## src/hw/ams_pdm_pkg.sv

```systemverilog
/*
 * pdm block definitions
 * control word layout and register map
 */
`default_nettype none

package ams_pdm_pkg;

  // channel limit, CHN of the block must stay at or below it
  localparam int unsigned CHN_MAX = 8;

  localparam int unsigned DIV_W = 8;  // prescaler divider width

  ////////////////////////////////////////////////////////////////////////////
  // control word
  ////////////////////////////////////////////////////////////////////////////

  // register bits 15:8 div, 7:0 en
  typedef struct packed {
    logic [DIV_W-1:0]   div;  // step every div+1 clocks
    logic [CHN_MAX-1:0] en;   // per channel enable
  } pdm_ctrl_t;

  localparam int unsigned CTRL_W = $bits(pdm_ctrl_t);  // used bits of ctrl reg

  ////////////////////////////////////////////////////////////////////////////
  // register map, word indices
  ////////////////////////////////////////////////////////////////////////////

  // duty registers sit at 0 .. CHN-1
  localparam int unsigned REG_CTRL_IDX = CHN_MAX;  // control word

endpackage : ams_pdm_pkg

`default_nettype wire

```

## src/hw/ams_bus_pkg.sv

```systemverilog
/*
 * system bus definitions for the pdm register block
 * request and response structs plus bus widths
 */
`default_nettype none

package ams_bus_pkg;

  ////////////////////////////////////////////////////////////////////////////
  // widths
  ////////////////////////////////////////////////////////////////////////////

  localparam int unsigned SYS_AW   = 32;             // byte address width
  localparam int unsigned SYS_DW   = 32;             // data width
  localparam int unsigned SYS_SW   = SYS_DW / 8;     // byte select width
  localparam int unsigned SYS_ALSB = $clog2(SYS_SW); // word index starts here

  ////////////////////////////////////////////////////////////////////////////
  // transfer structs
  ////////////////////////////////////////////////////////////////////////////

  // one request, a single cycle with wen or ren high
  typedef struct packed {
    logic [SYS_AW-1:0] addr;   // byte address
    logic [SYS_DW-1:0] wdata;  // write data
    logic [SYS_SW-1:0] sel;    // byte lanes for writes
    logic              wen;    // write strobe
    logic              ren;    // read strobe
  } sys_req_t;

  // response, ack one cycle after the request
  typedef struct packed {
    logic [SYS_DW-1:0] rdata;  // read data, valid with ack
    logic              err;    // unmapped index
    logic              ack;    // acknowledge
  } sys_rsp_t;

endpackage : ams_bus_pkg

`default_nettype wire
```

## src/hw/ams_top.sv

```systemverilog
/*
 * pdm output block top level
 * register bank on the system bus feeding the modulator bank
 */
`default_nettype none

module ams_top #(
  int unsigned DWC = 24,  // duty width, at most 32
  int unsigned CHN = 4    // channel count, at most CHN_MAX
)(
  input  logic                  clk,
  input  logic                  rstn,     // sync, active low
  // system bus
  input  ams_bus_pkg::sys_req_t sys_req,
  output ams_bus_pkg::sys_rsp_t sys_rsp,
  // pdm outputs, to the rc filters
  output logic [CHN-1:0]        pdm
);

  import ams_pdm_pkg::*;

  ////////////////////////////////////////////////////////////////////////////
  // register bank to modulators
  ////////////////////////////////////////////////////////////////////////////

  logic [CHN-1:0][DWC-1:0] duty;  // duty per channel
  pdm_ctrl_t               ctrl;  // enable mask and divider

  // bus side
  ams_regs #(
    .DWC     (DWC),
    .CHN     (CHN)
  ) ams_regs_i (
    .clk     (clk),
    .rstn    (rstn),
    .sys_req (sys_req),
    .sys_rsp (sys_rsp),
    .duty    (duty),
    .ctrl    (ctrl)
  );

  // modulator side
  pdm_bank #(
    .DWC     (DWC),
    .CHN     (CHN)
  ) pdm_bank_i (
    .clk     (clk),
    .rstn    (rstn),
    .duty    (duty),
    .ctrl    (ctrl),
    .pdm     (pdm)
  );

endmodule : ams_top

`default_nettype wire

```

## src/hw/ams_regs.sv

```systemverilog
/*
 * pdm register bank
 * bus decode, byte masked duty and control registers, registered response
 */
`default_nettype none

module ams_regs #(
  int unsigned DWC = 24,  // duty width
  int unsigned CHN = 4    // channel count
)(
  input  logic                    clk,
  input  logic                    rstn,     // sync, active low
  // system bus
  input  ams_bus_pkg::sys_req_t   sys_req,
  output ams_bus_pkg::sys_rsp_t   sys_rsp,
  // to modulators
  output logic [CHN-1:0][DWC-1:0] duty,     // duty per channel
  output ams_pdm_pkg::pdm_ctrl_t  ctrl      // enable mask and divider
);

  import ams_bus_pkg::*;
  import ams_pdm_pkg::*;

  ////////////////////////////////////////////////////////////////////////////
  // helpers
  ////////////////////////////////////////////////////////////////////////////

  // replace selected byte lanes of cur with wdata
  function automatic logic [SYS_DW-1:0] byte_merge(
    input logic [SYS_DW-1:0] cur,
    input logic [SYS_DW-1:0] wdata,
    input logic [SYS_SW-1:0] sel
  );
    logic [SYS_DW-1:0] res;
    res = cur;
    for (int b = 0; b < SYS_SW; b++) begin
      if (sel[b]) res[8*b +: 8] = wdata[8*b +: 8];
    end
    return res;
  endfunction

  ////////////////////////////////////////////////////////////////////////////
  // decode
  ////////////////////////////////////////////////////////////////////////////

  logic [SYS_AW-SYS_ALSB-1:0] idx;       // word index
  logic                       req_en;    // any request this cycle
  logic                       hit_duty;  // duty register range
  logic                       hit_ctrl;  // control register
  logic                       hit;
  logic [SYS_DW-1:0]          ctrl_wr;   // merged control word
  logic [SYS_DW-1:0]          rd_val;    // read mux

  assign idx      = sys_req.addr[SYS_AW-1:SYS_ALSB];
  assign req_en   = sys_req.wen | sys_req.ren;
  assign hit_duty = (idx < CHN);
  assign hit_ctrl = (idx == REG_CTRL_IDX);
  assign hit      = hit_duty | hit_ctrl;

  assign ctrl_wr = byte_merge(SYS_DW'(ctrl), sys_req.wdata, sys_req.sel);

  ////////////////////////////////////////////////////////////////////////////
  // write access
  ////////////////////////////////////////////////////////////////////////////

  always_ff @(posedge clk) begin
    if (!rstn) begin
      duty <= '0;
      ctrl <= '0;
    end else if (sys_req.wen) begin
      for (int i = 0; i < CHN; i++) begin
        if (idx == i) begin
          // bits above DWC dropped
          duty[i] <= DWC'(byte_merge(SYS_DW'(duty[i]), sys_req.wdata, sys_req.sel));
        end
      end
      if (hit_ctrl) ctrl <= pdm_ctrl_t'(ctrl_wr[CTRL_W-1:0]);  // low 16 bits only
    end
  end

  ////////////////////////////////////////////////////////////////////////////
  // read access
  ////////////////////////////////////////////////////////////////////////////

  // zero extended, zero when unmapped
  always_comb begin
    rd_val = '0;
    for (int i = 0; i < CHN; i++) begin
      if (idx == i) rd_val = SYS_DW'(duty[i]);
    end
    if (hit_ctrl) rd_val = SYS_DW'(ctrl);
  end

  ////////////////////////////////////////////////////////////////////////////
  // response
  ////////////////////////////////////////////////////////////////////////////

  logic              rsp_ack;
  logic              rsp_err;
  logic [SYS_DW-1:0] rsp_rdata;

  always_ff @(posedge clk) begin
    if (!rstn) begin
      rsp_ack <= 1'b0;
      rsp_err <= 1'b0;
    end else begin
      rsp_ack <= req_en;          // exactly one cycle later
      rsp_err <= req_en & ~hit;   // unmapped index
    end
  end

  // contents at the request edge
  always_ff @(posedge clk) begin
    if (req_en) rsp_rdata <= rd_val;
  end

  always_comb begin
    sys_rsp.rdata = rsp_rdata;
    sys_rsp.err   = rsp_err;
    sys_rsp.ack   = rsp_ack;
  end

endmodule : ams_regs

`default_nettype wire

```

## src/hw/pdm_bank.sv

```systemverilog
/*
 * pdm modulator bank
 * shared step prescaler and one modulator per channel
 */
`default_nettype none

module pdm_bank #(
  int unsigned DWC = 24,  // duty width
  int unsigned CHN = 4    // channel count
)(
  input  logic                    clk,
  input  logic                    rstn,   // sync, active low
  input  logic [CHN-1:0][DWC-1:0] duty,   // from register bank
  input  ams_pdm_pkg::pdm_ctrl_t  ctrl,
  output logic [CHN-1:0]          pdm     // one bit stream per channel
);

  import ams_pdm_pkg::*;

  ////////////////////////////////////////////////////////////////////////////
  // prescaler
  ////////////////////////////////////////////////////////////////////////////

  logic [DIV_W-1:0] cnt;    // free running 0 .. div_q
  logic [DIV_W-1:0] div_q;  // divider in use, reloaded on wrap
  logic             step;   // common step strobe

  assign step = (cnt == div_q);

  always_ff @(posedge clk) begin
    if (!rstn) begin
      cnt   <= '0;
      div_q <= '0;
    end else if (step) begin
      cnt   <= '0;
      div_q <= ctrl.div;  // new divider from next period on
    end else begin
      cnt   <= cnt + 1'b1;
    end
  end

  ////////////////////////////////////////////////////////////////////////////
  // modulators
  ////////////////////////////////////////////////////////////////////////////

  generate
    for (genvar i = 0; i < CHN; i++) begin : g_chn
      pdm_modulator #(
        .DWC  (DWC)
      ) pdm_modulator_i (
        .clk  (clk),
        .rstn (rstn),
        .step (step),
        .en   (ctrl.en[i]),
        .duty (duty[i]),
        .pdm  (pdm[i])
      );
    end : g_chn
  endgenerate

endmodule : pdm_bank

`default_nettype wire

```

## src/hw/pdm_modulator.sv

```systemverilog
/*
 * first order pdm modulator
 * accumulates duty on each step, carry out is the output bit
 */
`default_nettype none

module pdm_modulator #(
  int unsigned DWC = 24   // duty and accumulator width
)(
  input  logic           clk,
  input  logic           rstn,   // sync, active low
  input  logic           step,   // prescaler strobe
  input  logic           en,     // channel enable
  input  logic [DWC-1:0] duty,   // density, duty / 2**DWC
  output logic           pdm     // one bit stream
);

  ////////////////////////////////////////////////////////////////////////////
  // accumulator
  ////////////////////////////////////////////////////////////////////////////

  logic [DWC-1:0] acc;
  logic [DWC:0]   sum;  // one extra bit for the carry

  assign sum = {1'b0, acc} + {1'b0, duty};

  // ones over K steps = floor(K * duty / 2**DWC)
  always_ff @(posedge clk) begin
    if (!rstn) begin
      acc <= '0;
      pdm <= 1'b0;
    end else if (!en) begin
      acc <= '0;      // start clean on next enable
      pdm <= 1'b0;
    end else if (step) begin
      acc <= sum[DWC-1:0];
      pdm <= sum[DWC];  // carry out
    end
  end

endmodule : pdm_modulator

`default_nettype wire

```

## config.mk

```make
export PLATFORM = sky130hd
export DESIGN_NAME = ams_top
export DESIGN_NICKNAME = d
export VERILOG_FILES = /design/src/hw/ams_pdm_pkg.sv /design/src/hw/ams_bus_pkg.sv /design/src/hw/ams_top.sv /design/src/hw/ams_regs.sv /design/src/hw/pdm_bank.sv /design/src/hw/pdm_modulator.sv
export SDC_FILE = /design/constraint.sdc
export NUM_CORES = 1
export LEC_CHECK = 0
export ABC_AREA = 1
export BUFFER_PORTS_ARGS = -buffer_cell sky130_fd_sc_hd__buf_4
export CAP_MARGIN = 10
export CORE_ASPECT_RATIO = 2
export CORE_MARGIN = 2
export CORE_UTILIZATION = 44
export CTS_BUF_LIST = sky130_fd_sc_hd__clkbuf_4 sky130_fd_sc_hd__clkbuf_8
export CTS_CLUSTER_SIZE = 12
export DETAILED_ROUTE_END_ITERATION = 8
export GPL_TIMING_DRIVEN = 0
export MAX_ROUTING_LAYER = met4
export SLEW_MARGIN = 10
export SYNTH_ARGS = -nofsm -noshare
export SYNTH_HDL_FRONTEND = slang
export SYNTH_SLANG_ARGS = --single-unit
```

## constraint.sdc

```tcl
create_clock -name clk -period 2.5 [get_ports clk]
set_input_delay 0.25 -clock clk [delete_from_list [all_inputs] [get_ports clk]]
set_output_delay 0.25 -clock clk [all_outputs]
set_load 0.1 [all_outputs]
```

Yosys cells after proc, flatten, opt, wreduce, memory -nomap -nowiden
Cells that the tools add are included.
{ "word_totals": {"ff_bits": 262, "inputBits": 72, "output_inout_bits": 38, "word_cells": 71} }
{ "classes": {"n_addsub": 5, "order_cmp": 1, "n_eq_ne": 5, "muxes": 5, "bitwise": 5, "reduce_logical": 21} }
{ "op_table": {"columns": ["op", "count"], "rows": [
  ["adder 24 x 24 -> 25 bit", 4],
  ["2-to-1 mux 24 bit", 4],
  ["equality test 30 x 2 -> 1 bit, second input constant", 2],
  ["AND reduction 3 bit", 14],
  ["equality test 30 x 1 -> 1 bit, second input constant", 1],
  ["equality test 30 x 4 -> 1 bit, second input constant", 1],
  ["logical NOT 30 bit", 1],
  ["less-than comparator 30 x 3 -> 1 bit, second input constant", 1],
  ["2-to-1 mux 16 bit", 1],
  ["adder 8 x 1 -> 8 bit, second input constant", 1],
  ["equality test 8 bit", 1],
  ["AND reduction 2 bit", 4],
  ["OR reduction 4 bit", 1],
  ["NOT 1 bit", 2],
  ["OR 1 bit", 2],
  ["OR reduction 2 bit", 1],
  ["AND 1 bit", 1]
]} }

Depth between registers and ports, before layout
Gate-level depths: netlist of the first run.
{ "logic_depth": {"ltp_word": 6, "mapped_depth": 13, "ltp_nobuf": 13} }

By module
From an unflattened synthesis of the first run, not the netlist that was laid out.
{ "unflattened": {"cells_unflattened": 2943, "area_unflattened_um2": 18362.6} }
{ "modules_own_cells": {"columns": ["mod", "instances", "cells_per_inst", "area_per_inst_um2", "seq_area_each_um2"], "rows": [
  ["pdm_modulator at pdm_bank_i.g_chn[0].pdm_modulator_i ...", 3, 489, 2782.7, 500.5],
  ["ams_regs", 1, 839, 6323.6, 3002.9],
  ["pdm_modulator at pdm_bank_i.g_chn[3].pdm_modulator_i", 1, 497, 2760.1, 500.5],
  ["pdm_bank", 1, 140, 930.9, 320.3]
]} }

Least setup slack after synthesis of the first run
OpenSTA, ideal clock, no wires.
{ "synth_timing": {"path_kind": "register -> register", "from": "register ams_regs_i.duty[0] in the netlist's numbering", "to": "register pdm_bank_i.g_chn[0].pdm_modulator_i.acc[16]", "setup_time_ps": 113, "arrival_time_ps": 1703, "required_ps": 2387, "slack_ps": 684, "stages_incl_launch_ff": 14, "path_buffers": 0, "synth_period_minus_slack_ps": 1816, "path_cell_list": "dfxtp_1 -> ha_1 -> inv_1 -> fa_1 -> inv_1 -> nand3_1 -> nand3_1 -> nand2_1 -> nand2_1 -> nand2_1 -> nand3_1 -> nand2_1 -> o21ai_1 -> inv_1"} }
{ "synth_between": {"elab_chain_len": 1} }
{ "synth_lines": {"columns": ["item", "line_no", "source"], "rows": [
  ["from (decl)", "ams_regs.sv:17", "output logic [CHN-1:0][DWC-1:0] duty,"],
  ["from (signal, indexed assignment)", "ams_regs.sv:74", "duty[i] <= DWC'(byte_merge(SYS_DW'(duty[i]), sys_req.wdata, sys_req.sel));"],
  ["adder 24 x 24 -> 25 bit", "pdm_modulator.sv:25", "assign sum = {1'b0, acc} + {1'b0, duty};"],
  ["to (signal assigned)", "pdm_modulator.sv:36", "acc <= sum[DWC-1:0];"],
  ["to (decl)", "pdm_modulator.sv:22", "logic [DWC-1:0] acc;"]
]} }
Every way passes these cells.
A chain may end at the register's enable or synchronous reset.

Worst setup path in the final report of the first run
{ "layout_timing": {"from": "register pdm_bank_i.cnt[4]", "to": "register pdm_bank_i.g_chn[1].pdm_modulator_i.acc[22]"} }
{ "layout_between": {"elab_chain_len": 1} }
{ "layout_lines": {"columns": ["item", "line_no", "source"], "rows": [
  ["from (decl)", "pdm_bank.sv:24", "logic [DIV_W-1:0] cnt;"],
  ["from (signal assigned)", "pdm_bank.sv:38", "cnt <= cnt + 1'b1;"],
  ["equality test 8 bit", "pdm_bank.sv:28", "assign step = (cnt == div_q);"],
  ["to (signal assigned)", "pdm_modulator.sv:36", null],
  ["to (decl)", "pdm_modulator.sv:22", null]
]} }
Every way passes these cells.

==> flow_summary.json, run 1 <==
{
  "status": "complete, no violations",
  "num_rows": 102,
  "netlist.area_leader.share_pct": 26.7,
  "drt_iter0_drc": 1113,
  "drt_pass1_iterations": 6,
  "gp_congestion": 1.05,
  "max_freq_mhz": 421,
  "synth_seq_cells": 254,
  "wl_per_cell_um": 20.5,
  "fill_cells": 4103,
  "initial_core_util_pct": 44.6,
  "numCtsBuffers": 42,
  "pre_cts_ws_ns": -0.0729,
  "clk_pin_slew_ns": 0.07,
  "areaGrowthSynthToFinish_pct": 14.2,
  "switching_power_w": 0.00639,
  "rr_startpoint": "pdm_bank_i.cnt[4]",
  "synth_area_um2": 17300,
  "crit_fanout": 10,
  "cap_violations": 0,
  "fin_area_um2": 19700,
  "p_comb_share_pct": 40.3,
  "syn-instance-count": 2758,
  "dp_hpwl_mm": 57.3,
  "highest_layer": "met4",
  "fin_crit_sh_pct": 95.1,
  "dr_wl_met2_mm": 36.6,
  "cts.sinks": 254,
  "synth_area_leaders": "dfxtp_1 27%, nand2_1 17%, inv_1 8.8%",
  "boundaryPins": 110,
  "max_slew.worst_pin.slew_ns": 1.12,
  "multi_input_area_um2": 9920,
  "critical_path_class": "reg2reg",
  "fin_ws_ns": 0.122,
  "routed_wl_mm": 71.0,
  "final-hold-violation-count": 0,
  "wl_met1_mm": 23.8,
  "intPower_w": 0.00774,
  "netlist-cell-type-count": 40,
  "placed_area_um2": 18600,
  "cts_root_buffer": "clkbuf_8",
  "hold_path_class": "in2reg",
  "synth-warning-count": 0,
  "vdd_drop_max_v": 0.000841,
  "h-tree-depth": 2,
  "overflow": 0,
  "end_kind": "register",
  "cts_buffer_depth": 3,
  "r2r_cells": 11,
  "grt_max_degree": 26,
  "grt_pass1_vias": 17900,
  "cp-endpoint": "pdm_bank_i.g_chn[1].pdm_modulator_i.acc[22]",
  "grt_pass1_wl_mm": 104,
  "syn_area_per_cell_um2": 6.26,
  "seqCellArea_um2": 5330,
  "setup_viol": 0,
  "r2r_setup_slack_ns": 0.12,
  "critPathRequiredTime_ns": 2.98,
  "portBuffers": 89,
  "cts_tree": "yes",
  "power.share.sequential_pct": 30.2,
  "arrival_ns": 2.85,
  "fin_skew_ns": 0.0387,
  "synth_top_cell_by_area": "dfxtp_1",
  "die_area_um2": 40900,
  "cp-startpoint": "pdm_bank_i.cnt[4]",
  "fp.dieH_um": 284,
  "p_per_area_nw_per_um2": 717,
  "reg2reg_to": "pdm_bank_i.g_chn[1].pdm_modulator_i.acc[22]",
  "cts_resized": 0,
  "clock_latency_ns": 0.60,
  "avgViaCountPerCell": 5.29,
  "vias": 18400,
  "grt_usage_pct": 35.5,
  "swShare_pct": 45.2,
  "min_period_ns": 2.38,
  "nets": 3090,
  "clkPwrFrac_pct": 29.4,
  "antenna_found_initial": 2,
  "p_leak_nw": 9.61,
  "drcViolationCount": 0,
  "start_kind": "register",
  "slew_headroom_pct": 25.1,
  "ant_nets": 0,
  "met3_length_mm": 3.26,
  "fp.dieW_um": 144,
  "report.final.slew_viol_count": 0,
  "rsz0062_at_grt": "no",
  "core_um2": 38700,
  "yosysSeqAreaShare_pct": 30.9,
  "layout-drive-gt1-share_pct": 8.75
}
power by group through the flow:
stage,clock (W),sequential (W),combinational [W]
floorplan,0,0.00447,0.00287
global placement,0,0.00436,0.00558
detailed placement,0,0.00436,0.00561
CTS,0.00420,0.00427,0.00565
global route,0.00436,0.00428,0.00601
finish,0.00415,0.00427,0.00570
flip-flops by register name, indices dropped and copies added (netlist names):
name	flops
ams_regs_i.rsp_err	1
pdm_bank_i.cnt	8
ams_regs_i.rsp_ack	1
ams_regs_i.rsp_rdata	24
pdm_bank_i.div_q	8
ams_regs_i.duty	96
ams_regs_i.ctrl	16
pdm_bank_i.g_chn.pdm_modulator_i.pdm	4
pdm_bank_i.g_chn.pdm_modulator_i.acc	96
Yosys cell counts:
master and n:
nand2_2 3, nor4_1 7, xor2_1 4, nand4_2 2
conb_1 1, a21o_1 12, nand3_4 2, o211ai_1 10
nor2_1 320, o311ai_0 4, and2_1 4, nand2_4 3
xnor2_1 33, or2_4 1, nand3b_4 1, nor3b_1 1
fa_1 4, buf_4 24, nand2_1 790, or2_2 2
o21bai_1 5, a21oi_1 206, nor3_1 21, buf_2 30
nor2_4 10, nor2_2 4, ha_1 97, nand3_1 262
inv_1 405, inv_2 5, a31o_2 2, clkbuf_1 37
dfxtp_1 230, edfxtp_1 24, nand4_1 31, nand3b_1 7
buf_6 2, o21ai_0 123, o21ai_1 27, nor2_8 2
cell type report:
cell class,instances,share of cell area (%)
Tap cell,520,3.30
Buffer,93,2.49
Timing Repair Buffer,108,4.36
Antenna cell,1,0.0127
Inverter,410,7.81
Multi-Input combinational cell,2008,50.3
Clock inverter,14,0.717
Sequential cell,254,27.0
Clock buffer,62,3.95
metrics by stage:
stage	setup TNS (ns)	utilization (%)	hold WS, ns	instances	power [W]
after detailed placement	-0.144	48.1	0.440	3374	0.00997
after global placement	-0.150	48.1	0.436	3374	0.00994
final	0	51.0	0.0262	3470	0.0141
after floorplan	0	-	0.392	2765	0.00734
after CTS	0	51.0	0.00132	3469	0.0141
after global routing	0	51.0	0.0207	3470	0.0147
metal layers:
| metal | track usage (%) | up-vias |
|---|---|---|
| met5 | - | - |
| met4 | 29.1 | 0 |
| met1 | 32.6 | 8391 |
| met3 | 4.69 | 282 |
| li1 | - | 9112 |
| met2 | 63.5 | 573 |
worst min path at each step:
stage | from | endpoint | slack (ns) | cells past startpoint
CTS | sys_req[6] | ams_regs_i.duty[48] | 0.001 | 3
detailed placement | ams_regs_i.ctrl[4] | ams_regs_i.ctrl[4] | 0.44 | 2
floorplan | sys_req[6] | ams_regs_i.duty[48] | 0.39 | 2
finish | sys_req[9] | ams_regs_i.duty[51] | 0.03 | 3
global placement | ams_regs_i.ctrl[5] | ams_regs_i.ctrl[5] | 0.44 | 2
global route | sys_req[15] | ams_regs_i.duty[9] | 0.02 | 3
cells in the final DEF, fill, tap and decap left out, types with 12 or more instances in the layout:
cell type,instances
a21o_1,12
a21oi_1,206
buf_2,30
buf_4,113
clkbuf_1,37
clkbuf_4,12
clkbuf_8,50
dfxtp_1,230
dlygate4sd3_1,19
edfxtp_1,24
ha_1,97
inv_1,405
nand2_1,790
nand3_1,262
nand4_1,31
nor2_1,320
nor3_1,21
o21ai_0,123
o21ai_1,27
xnor2_1,33
what timing repair did:
action                                 in CTS  in global routing
setup buffers                               0                  0
endpoints found under the hold margin      46                  0
hold buffers                               19                  0
critical path, cell delays in order, from the launching register on:
cell     delay (ns)
dfxtp_1        0.46
inv_2          0.06
nand2_1        0.06
nand4_1        0.11
nor2_1         0.12
nand2_1        0.15
inv_2          0.11
buf_4          0.24
buf_2          0.54
nand3_1        0.25
nand2_1        0.10
inv_1          0.04
cells by family (layout without fill, tap and decap cells):
group | after synthesis | after routing | share of synthesized area [%]
adder cells (fa/ha/maj) | 101 | 101 | 7.50
other | 1 | 9 | 0.0217
AO/OA/AOI/OAI | 389 | 389 | 11.8
AND/OR/NAND/NOR | 1473 | 1473 | 36.2
buffers and inverters | 503 | 687 | 11.8
XOR/XNOR | 37 | 37 | 1.88
flip-flops | 254 | 254 | 30.9
Note: power is estimated with default switching activity, not from simulation.
==> run 2: changes to the inputs <==
- CORE_UTILIZATION: 44 -> 55
- PLACE_DENSITY: not set -> 0.73
==> flow_summary.json, run 2 (synthesized netlist as in run 1, its figures left out) <==
{
  "layout-drive-gt1-share_pct": 8.54,
  "cts.sinks": 254,
  "grt_pass1_vias": 18000,
  "max_slew.worst_pin.slew_ns": 1.00,
  "fill_cells": 3077,
  "routed_wl_mm": 66.1,
  "initial_core_util_pct": 55.9,
  "crit_fanout": 10,
  "top_regs": "ams_regs_i.duty (96), pdm_bank_i.g_chn.pdm_modulator_i.acc (96), ams_regs_i.rsp_rdata (24)",
  "p_per_area_nw_per_um2": 716,
  "vdd_drop_max_v": 0.000702,
  "boundaryPins": 110,
  "final_common_cell": "nand2_1",
  "report.final.slew_viol_count": 0,
  "clk_pin_slew_ns": 0.07,
  "mostFrequentLayoutCells": "790 x nand2_1, 405 x inv_1, 320 x nor2_1",
  "path_buf_inv": 5,
  "fin_util_pct": 63.7,
  "max_freq_mhz": 437,
  "areaGrowthSynthToFinish_pct": 13.9,
  "fin_area_um2": 19700,
  "hold_path_class": "in2reg",
  "drt_iter0_drc": 1222,
  "gp_congestion": 1.09,
  "r2r_cells": 11,
  "portBuffers": 89,
  "drcViolationCount": 1,
  "cts_root_buffer": "clkbuf_8",
  "rsz0062_at_grt": "no",
  "status": "complete, but fails checks",
  "whs_path_depth": 6,
  "cp-endpoint": "pdm_bank_i.g_chn[2].pdm_modulator_i.acc[14]",
  "overflow": 0,
  "cp_top_family": "buffers and inverters",
  "wl_per_cell_um": 19.6,
  "seqCellArea_um2": 5330,
  "num_rows": 91,
  "crit_cells": 11,
  "grt_max_degree": 26,
  "cts_resized": 0,
  "p_leak_nw": 9.65,
  "end_kind": "register",
  "cp_common_cell": "nand2_1",
  "clock_latency_ns": 0.63,
  "ctsHoldBuffers": 24,
  "setup_viol": 0,
  "path_cells": "inv_2, nand2_1, nand4_1, nor2_1, nand2_1, inv_2, buf_2, buf_2, nand3_1, nand2_1, inv_1",
  "critPathRequiredTime_ns": 3.01,
  "cap_violations": 0,
  "fin_crit_sh_pct": 91.4,
  "vias": 18700,
  "arrival_ns": 2.80,
  "nets": 3094,
  "grt_pass1_wl_mm": 98.3,
  "cp-startpoint": "pdm_bank_i.cnt[4]",
  "slew_headroom_pct": 33.2,
  "critical_path_class": "reg2reg",
  "cts_tree": "yes",
  "avgViaCountPerCell": 5.55,
  "drt_pass1_iterations": 9,
  "rr_startpoint": "pdm_bank_i.cnt[4]",
  "start_kind": "register",
  "die_area_um2": 32900,
  "cts_buffer_depth": 3,
  "fp.dieH_um": 254,
  "antenna_found_initial": 2,
  "cpPeakStageDelay_ns": 0.51,
  "dp_hpwl_mm": 51.9,
  "fp.dieW_um": 129,
  "core_um2": 30900,
  "fin_skew_ns": 0.0356,
  "fin_tns_setup_ns": 0,
  "violations": "design-rule violations",
  "final-hold-violation-count": 0,
  "h-tree-depth": 2,
  "ant_nets": 0,
  "critPathSlowestCell": "buf_2",
  "numCtsBuffers": 41,
  "placed_area_um2": 18500,
  "grt_usage_pct": 41.4,
  "reg2reg_to": "pdm_bank_i.g_chn[2].pdm_modulator_i.acc[14]",
  "postCtsSetupBuffers": 0,
  "r2r_setup_slack_ns": 0.21,
  "multi_input_area_um2": 9920,
  "min_period_ns": 2.29
}
run 2: cell count changes in the layout (fill, tap and decap cells not counted):
cell,before,now
bufinv_16,2,4
clkbuf_4,12,10
clkbuf_8,50,51
clkinv_1,0,3
clkinv_2,5,4
clkinv_4,2,0
clkinvlp_4,4,0
diode_2,1,2
dlygate4sd3_1,19,24
run 2: tightest hold or removal path, stage by stage:
cell and delay [ns]:
buf_4 0.12, nor2_1 0.06, nand4_2 0.10, nor2_4 0.08, nand3_1 0.08, a21oi_1 0.06
run 2: final cells by class:
| type | instances | area share, % |
|---|---|---|
| clock inverters | 12 | 0.815 |
| multi-input cells | 2008 | 50.5 |
| flip-flops and latches | 254 | 27.1 |
| clock buffers | 61 | 3.95 |
| plain buffers | 93 | 2.50 |
| repair buffers | 113 | 4.62 |
| inverters | 410 | 7.83 |
| well taps | 418 | 2.66 |
| diodes | 2 | 0.0255 |
run 2: how the worst min path moves through the flow:
stage | slack, ns | to | from
after floorplan | 0.39 | ams_regs_i.duty[48] | sys_req[6]
after global placement | 0.43 | ams_regs_i.ctrl[5] | ams_regs_i.ctrl[5]
final | 0.18 | ams_regs_i.ctrl[1] | sys_req[42]
after detailed placement | 0.45 | ams_regs_i.ctrl[4] | ams_regs_i.ctrl[4]
after global routing | 0.17 | ams_regs_i.duty[79] | sys_req[43]
after CTS | 0.14 | ams_regs_i.duty[95] | sys_req[43]
run 2: stage by stage:
stage / power (W) / hold slack (ns) / setup slack [ns] / cells
floorplan: 0.00734 / 0.392 / 0.684 / 2765
global placement: 0.00965 / 0.435 / -0.0120 / 3272
global route: 0.0145 / 0.170 / 0.0962 / 3371
CTS: 0.0139 / 0.144 / 0.268 / 3369
finish: 0.0141 / 0.179 / 0.214 / 3371
detailed placement: 0.00968 / 0.448 / -0.0412 / 3272
run 2: routing by layer:
metal / up-vias / track usage [%] / share of wire (%)
li1: 9118 / - / -
met1: 8449 / 38.3 / 33
met2: 778 / 70.6 / 49
met3: 364 / 7.05 / 6.3
met4: 0 / 39.0 / 12
met5: - / - / 0
run 2: where the power goes:
part,total (W),switching (W),internal (W)
logic,0.00552,0.00421,0.00131
clock network,0.00429,0.00188,0.00241
registers,0.00427,0.0000666,0.00421
==> run 3: changes to the inputs <==
- CTS_BUF_LIST: sky130_fd_sc_hd__clkbuf_4 sky130_fd_sc_hd__clkbuf_8 -> sky130_fd_sc_hd__clkbuf_8
==> flow_summary.json, run 3 (synthesized netlist as in run 1, its figures left out) <==
{
  "cap_violations": 0,
  "multi_input_area_um2": 9920,
  "end_kind": "register",
  "layout-drive-gt1-share_pct": 8.20,
  "routed_wl_mm": 66.0,
  "reg2reg_to": "pdm_bank_i.g_chn[2].pdm_modulator_i.acc[14]",
  "areaGrowthSynthToFinish_pct": 13.7,
  "fin_ws_ns": 0.228,
  "r2r_cells": 11,
  "hold_path_class": "in2reg",
  "num_rows": 91,
  "final_common_cell": "nand2_1",
  "dp_hpwl_mm": 51.9,
  "cp-startpoint": "pdm_bank_i.cnt[4]",
  "crit_fanout": 10,
  "grt_pass1_wl_mm": 98.2,
  "grt_usage_pct": 41.3,
  "pre_cts_ws_ns": -0.0412,
  "fp.dieW_um": 129,
  "fill_cells": 3079,
  "placed_cells": 3272,
  "cts_tree": "yes",
  "arrival_ns": 2.79,
  "numCtsBuffers": 41,
  "cts.sinks": 254,
  "vdd_drop_max_v": 0.000697,
  "drcViolationCount": 0,
  "wl_per_cell_um": 19.6,
  "cp_common_cell": "nand2_1",
  "vias": 18700,
  "hold_start": "sys_req[42]",
  "min_period_ns": 2.27,
  "cts_buffer_depth": 3,
  "whs_path_depth": 6,
  "overflow": 0,
  "gp_congestion": 1.09,
  "clock_latency_ns": 0.64,
  "max_slew.worst_pin.slew_ns": 1.02,
  "initial_core_util_pct": 55.9,
  "mostFrequentLayoutCells": "790 x nand2_1, 415 x inv_1, 320 x nor2_1",
  "rsz0062_at_grt": "no",
  "ctsHoldBuffers": 24,
  "drt_pass1_iterations": 7,
  "status": "complete, no violations",
  "seqCellArea_um2": 5330,
  "p_per_area_nw_per_um2": 711,
  "slew_headroom_pct": 32.3,
  "fin_util_pct": 63.6,
  "grt_max_degree": 26,
  "cp_top_family": "buffers and inverters",
  "final-hold-violation-count": 0,
  "portBuffers": 89,
  "critPathRequiredTime_ns": 3.02,
  "p_leak_nw": 9.66,
  "core_um2": 30900,
  "cts_root_buffer": "clkbuf_8",
  "max_freq_mhz": 440,
  "power.total_w": 0.0139,
  "r2r_setup_slack_ns": 0.23,
  "clk_pin_slew_ns": 0.07,
  "avgViaCountPerCell": 5.55,
  "postCtsSetupBuffers": 0,
  "holdWs_ns": 0.167,
  "hold_end": "ams_regs_i.ctrl[1]",
  "h-tree-depth": 2,
  "path_buf_inv": 5,
  "rr_startpoint": "pdm_bank_i.cnt[4]",
  "path_cells": "inv_2, nand2_1, nand4_1, nor2_1, nand2_1, inv_2, buf_2, buf_2, nand3_1, nand2_1, inv_1",
  "cpPeakStageDelay_ns": 0.50,
  "die_area_um2": 32900,
  "critical_path_class": "reg2reg",
  "cts_resized": 0,
  "start_kind": "register",
  "top_regs": "ams_regs_i.duty (96), pdm_bank_i.g_chn.pdm_modulator_i.acc (96), ams_regs_i.rsp_rdata (24)",
  "critPathSlowestCell": "buf_2",
  "drt_iter0_drc": 1300,
  "fp.dieH_um": 254,
  "nets": 3094,
  "setup_viol": 0,
  "report.final.slew_viol_count": 0,
  "boundaryPins": 110,
  "antenna_found_initial": 2,
  "fin_skew_ns": 0.0383,
  "ant_nets": 0,
  "grt_pass1_vias": 18000,
  "final_cells": 3372,
  "fin_crit_sh_pct": 90.9
}
==> run 3: where the power goes <==
part | total, W | internal, W | switching [W]
sequential | 0.00427 | 0.00421 | 0.0000666
combinational | 0.00552 | 0.00131 | 0.00421
clock | 0.00415 | 0.00226 | 0.00189
==> run 3: per-stage QoR <==
| stage | TNS (ns) | instance area (um^2) |
|---|---|---|
| floorplan | 0 | 17300 |
| global placement | -0.0120 | 18500 |
| detailed placement | -0.0412 | 18500 |
| CTS | 0 | 19600 |
| global route | 0 | 19600 |
| finish | 0 | 19600 |
==> run 3: cell type report <==
cell class | instances | area share, %
Buffer | 93 | 2.51
Inverter | 410 | 7.85
Tap cell | 418 | 2.67
Multi-Input combinational cell | 2008 | 50.6
Clock inverter | 22 | 1.01
Clock buffer | 51 | 3.58
Antenna cell | 3 | 0.0383
Sequential cell | 254 | 27.1
Timing Repair Buffer | 113 | 4.63
==> run 3: tightest hold or removal path: cells and delay by family <==
family,cells,cell delay (ns)
buffers and inverters,1,0.12
and+or+nand+nor,4,0.32
AOI/OAI and AO/OA,1,0.06
==> run 3: per-layer routing <==
metal / part of all wire, % / track usage [%]
met5: 0 / -
met4: 12 / 39.5
met3: 5.8 / 7.17
met2: 49 / 70.3
met1: 34 / 38.2
==> run 3: how the worst max path moves through the flow <==
stage	slack [ns]	to	depth (start not counted)
after global routing	0.10	pdm_bank_i.g_chn[2].pdm_modulator_i.acc[12]	11
final	0.23	pdm_bank_i.g_chn[2].pdm_modulator_i.acc[14]	11
after global placement	-0.01	ams_regs_i.rsp_rdata[5]	10
after CTS	0.27	pdm_bank_i.g_chn[2].pdm_modulator_i.acc[14]	11
after floorplan	0.68	pdm_bank_i.g_chn[0].pdm_modulator_i.acc[16]	13
after detailed placement	-0.04	ams_regs_i.rsp_rdata[5]	10
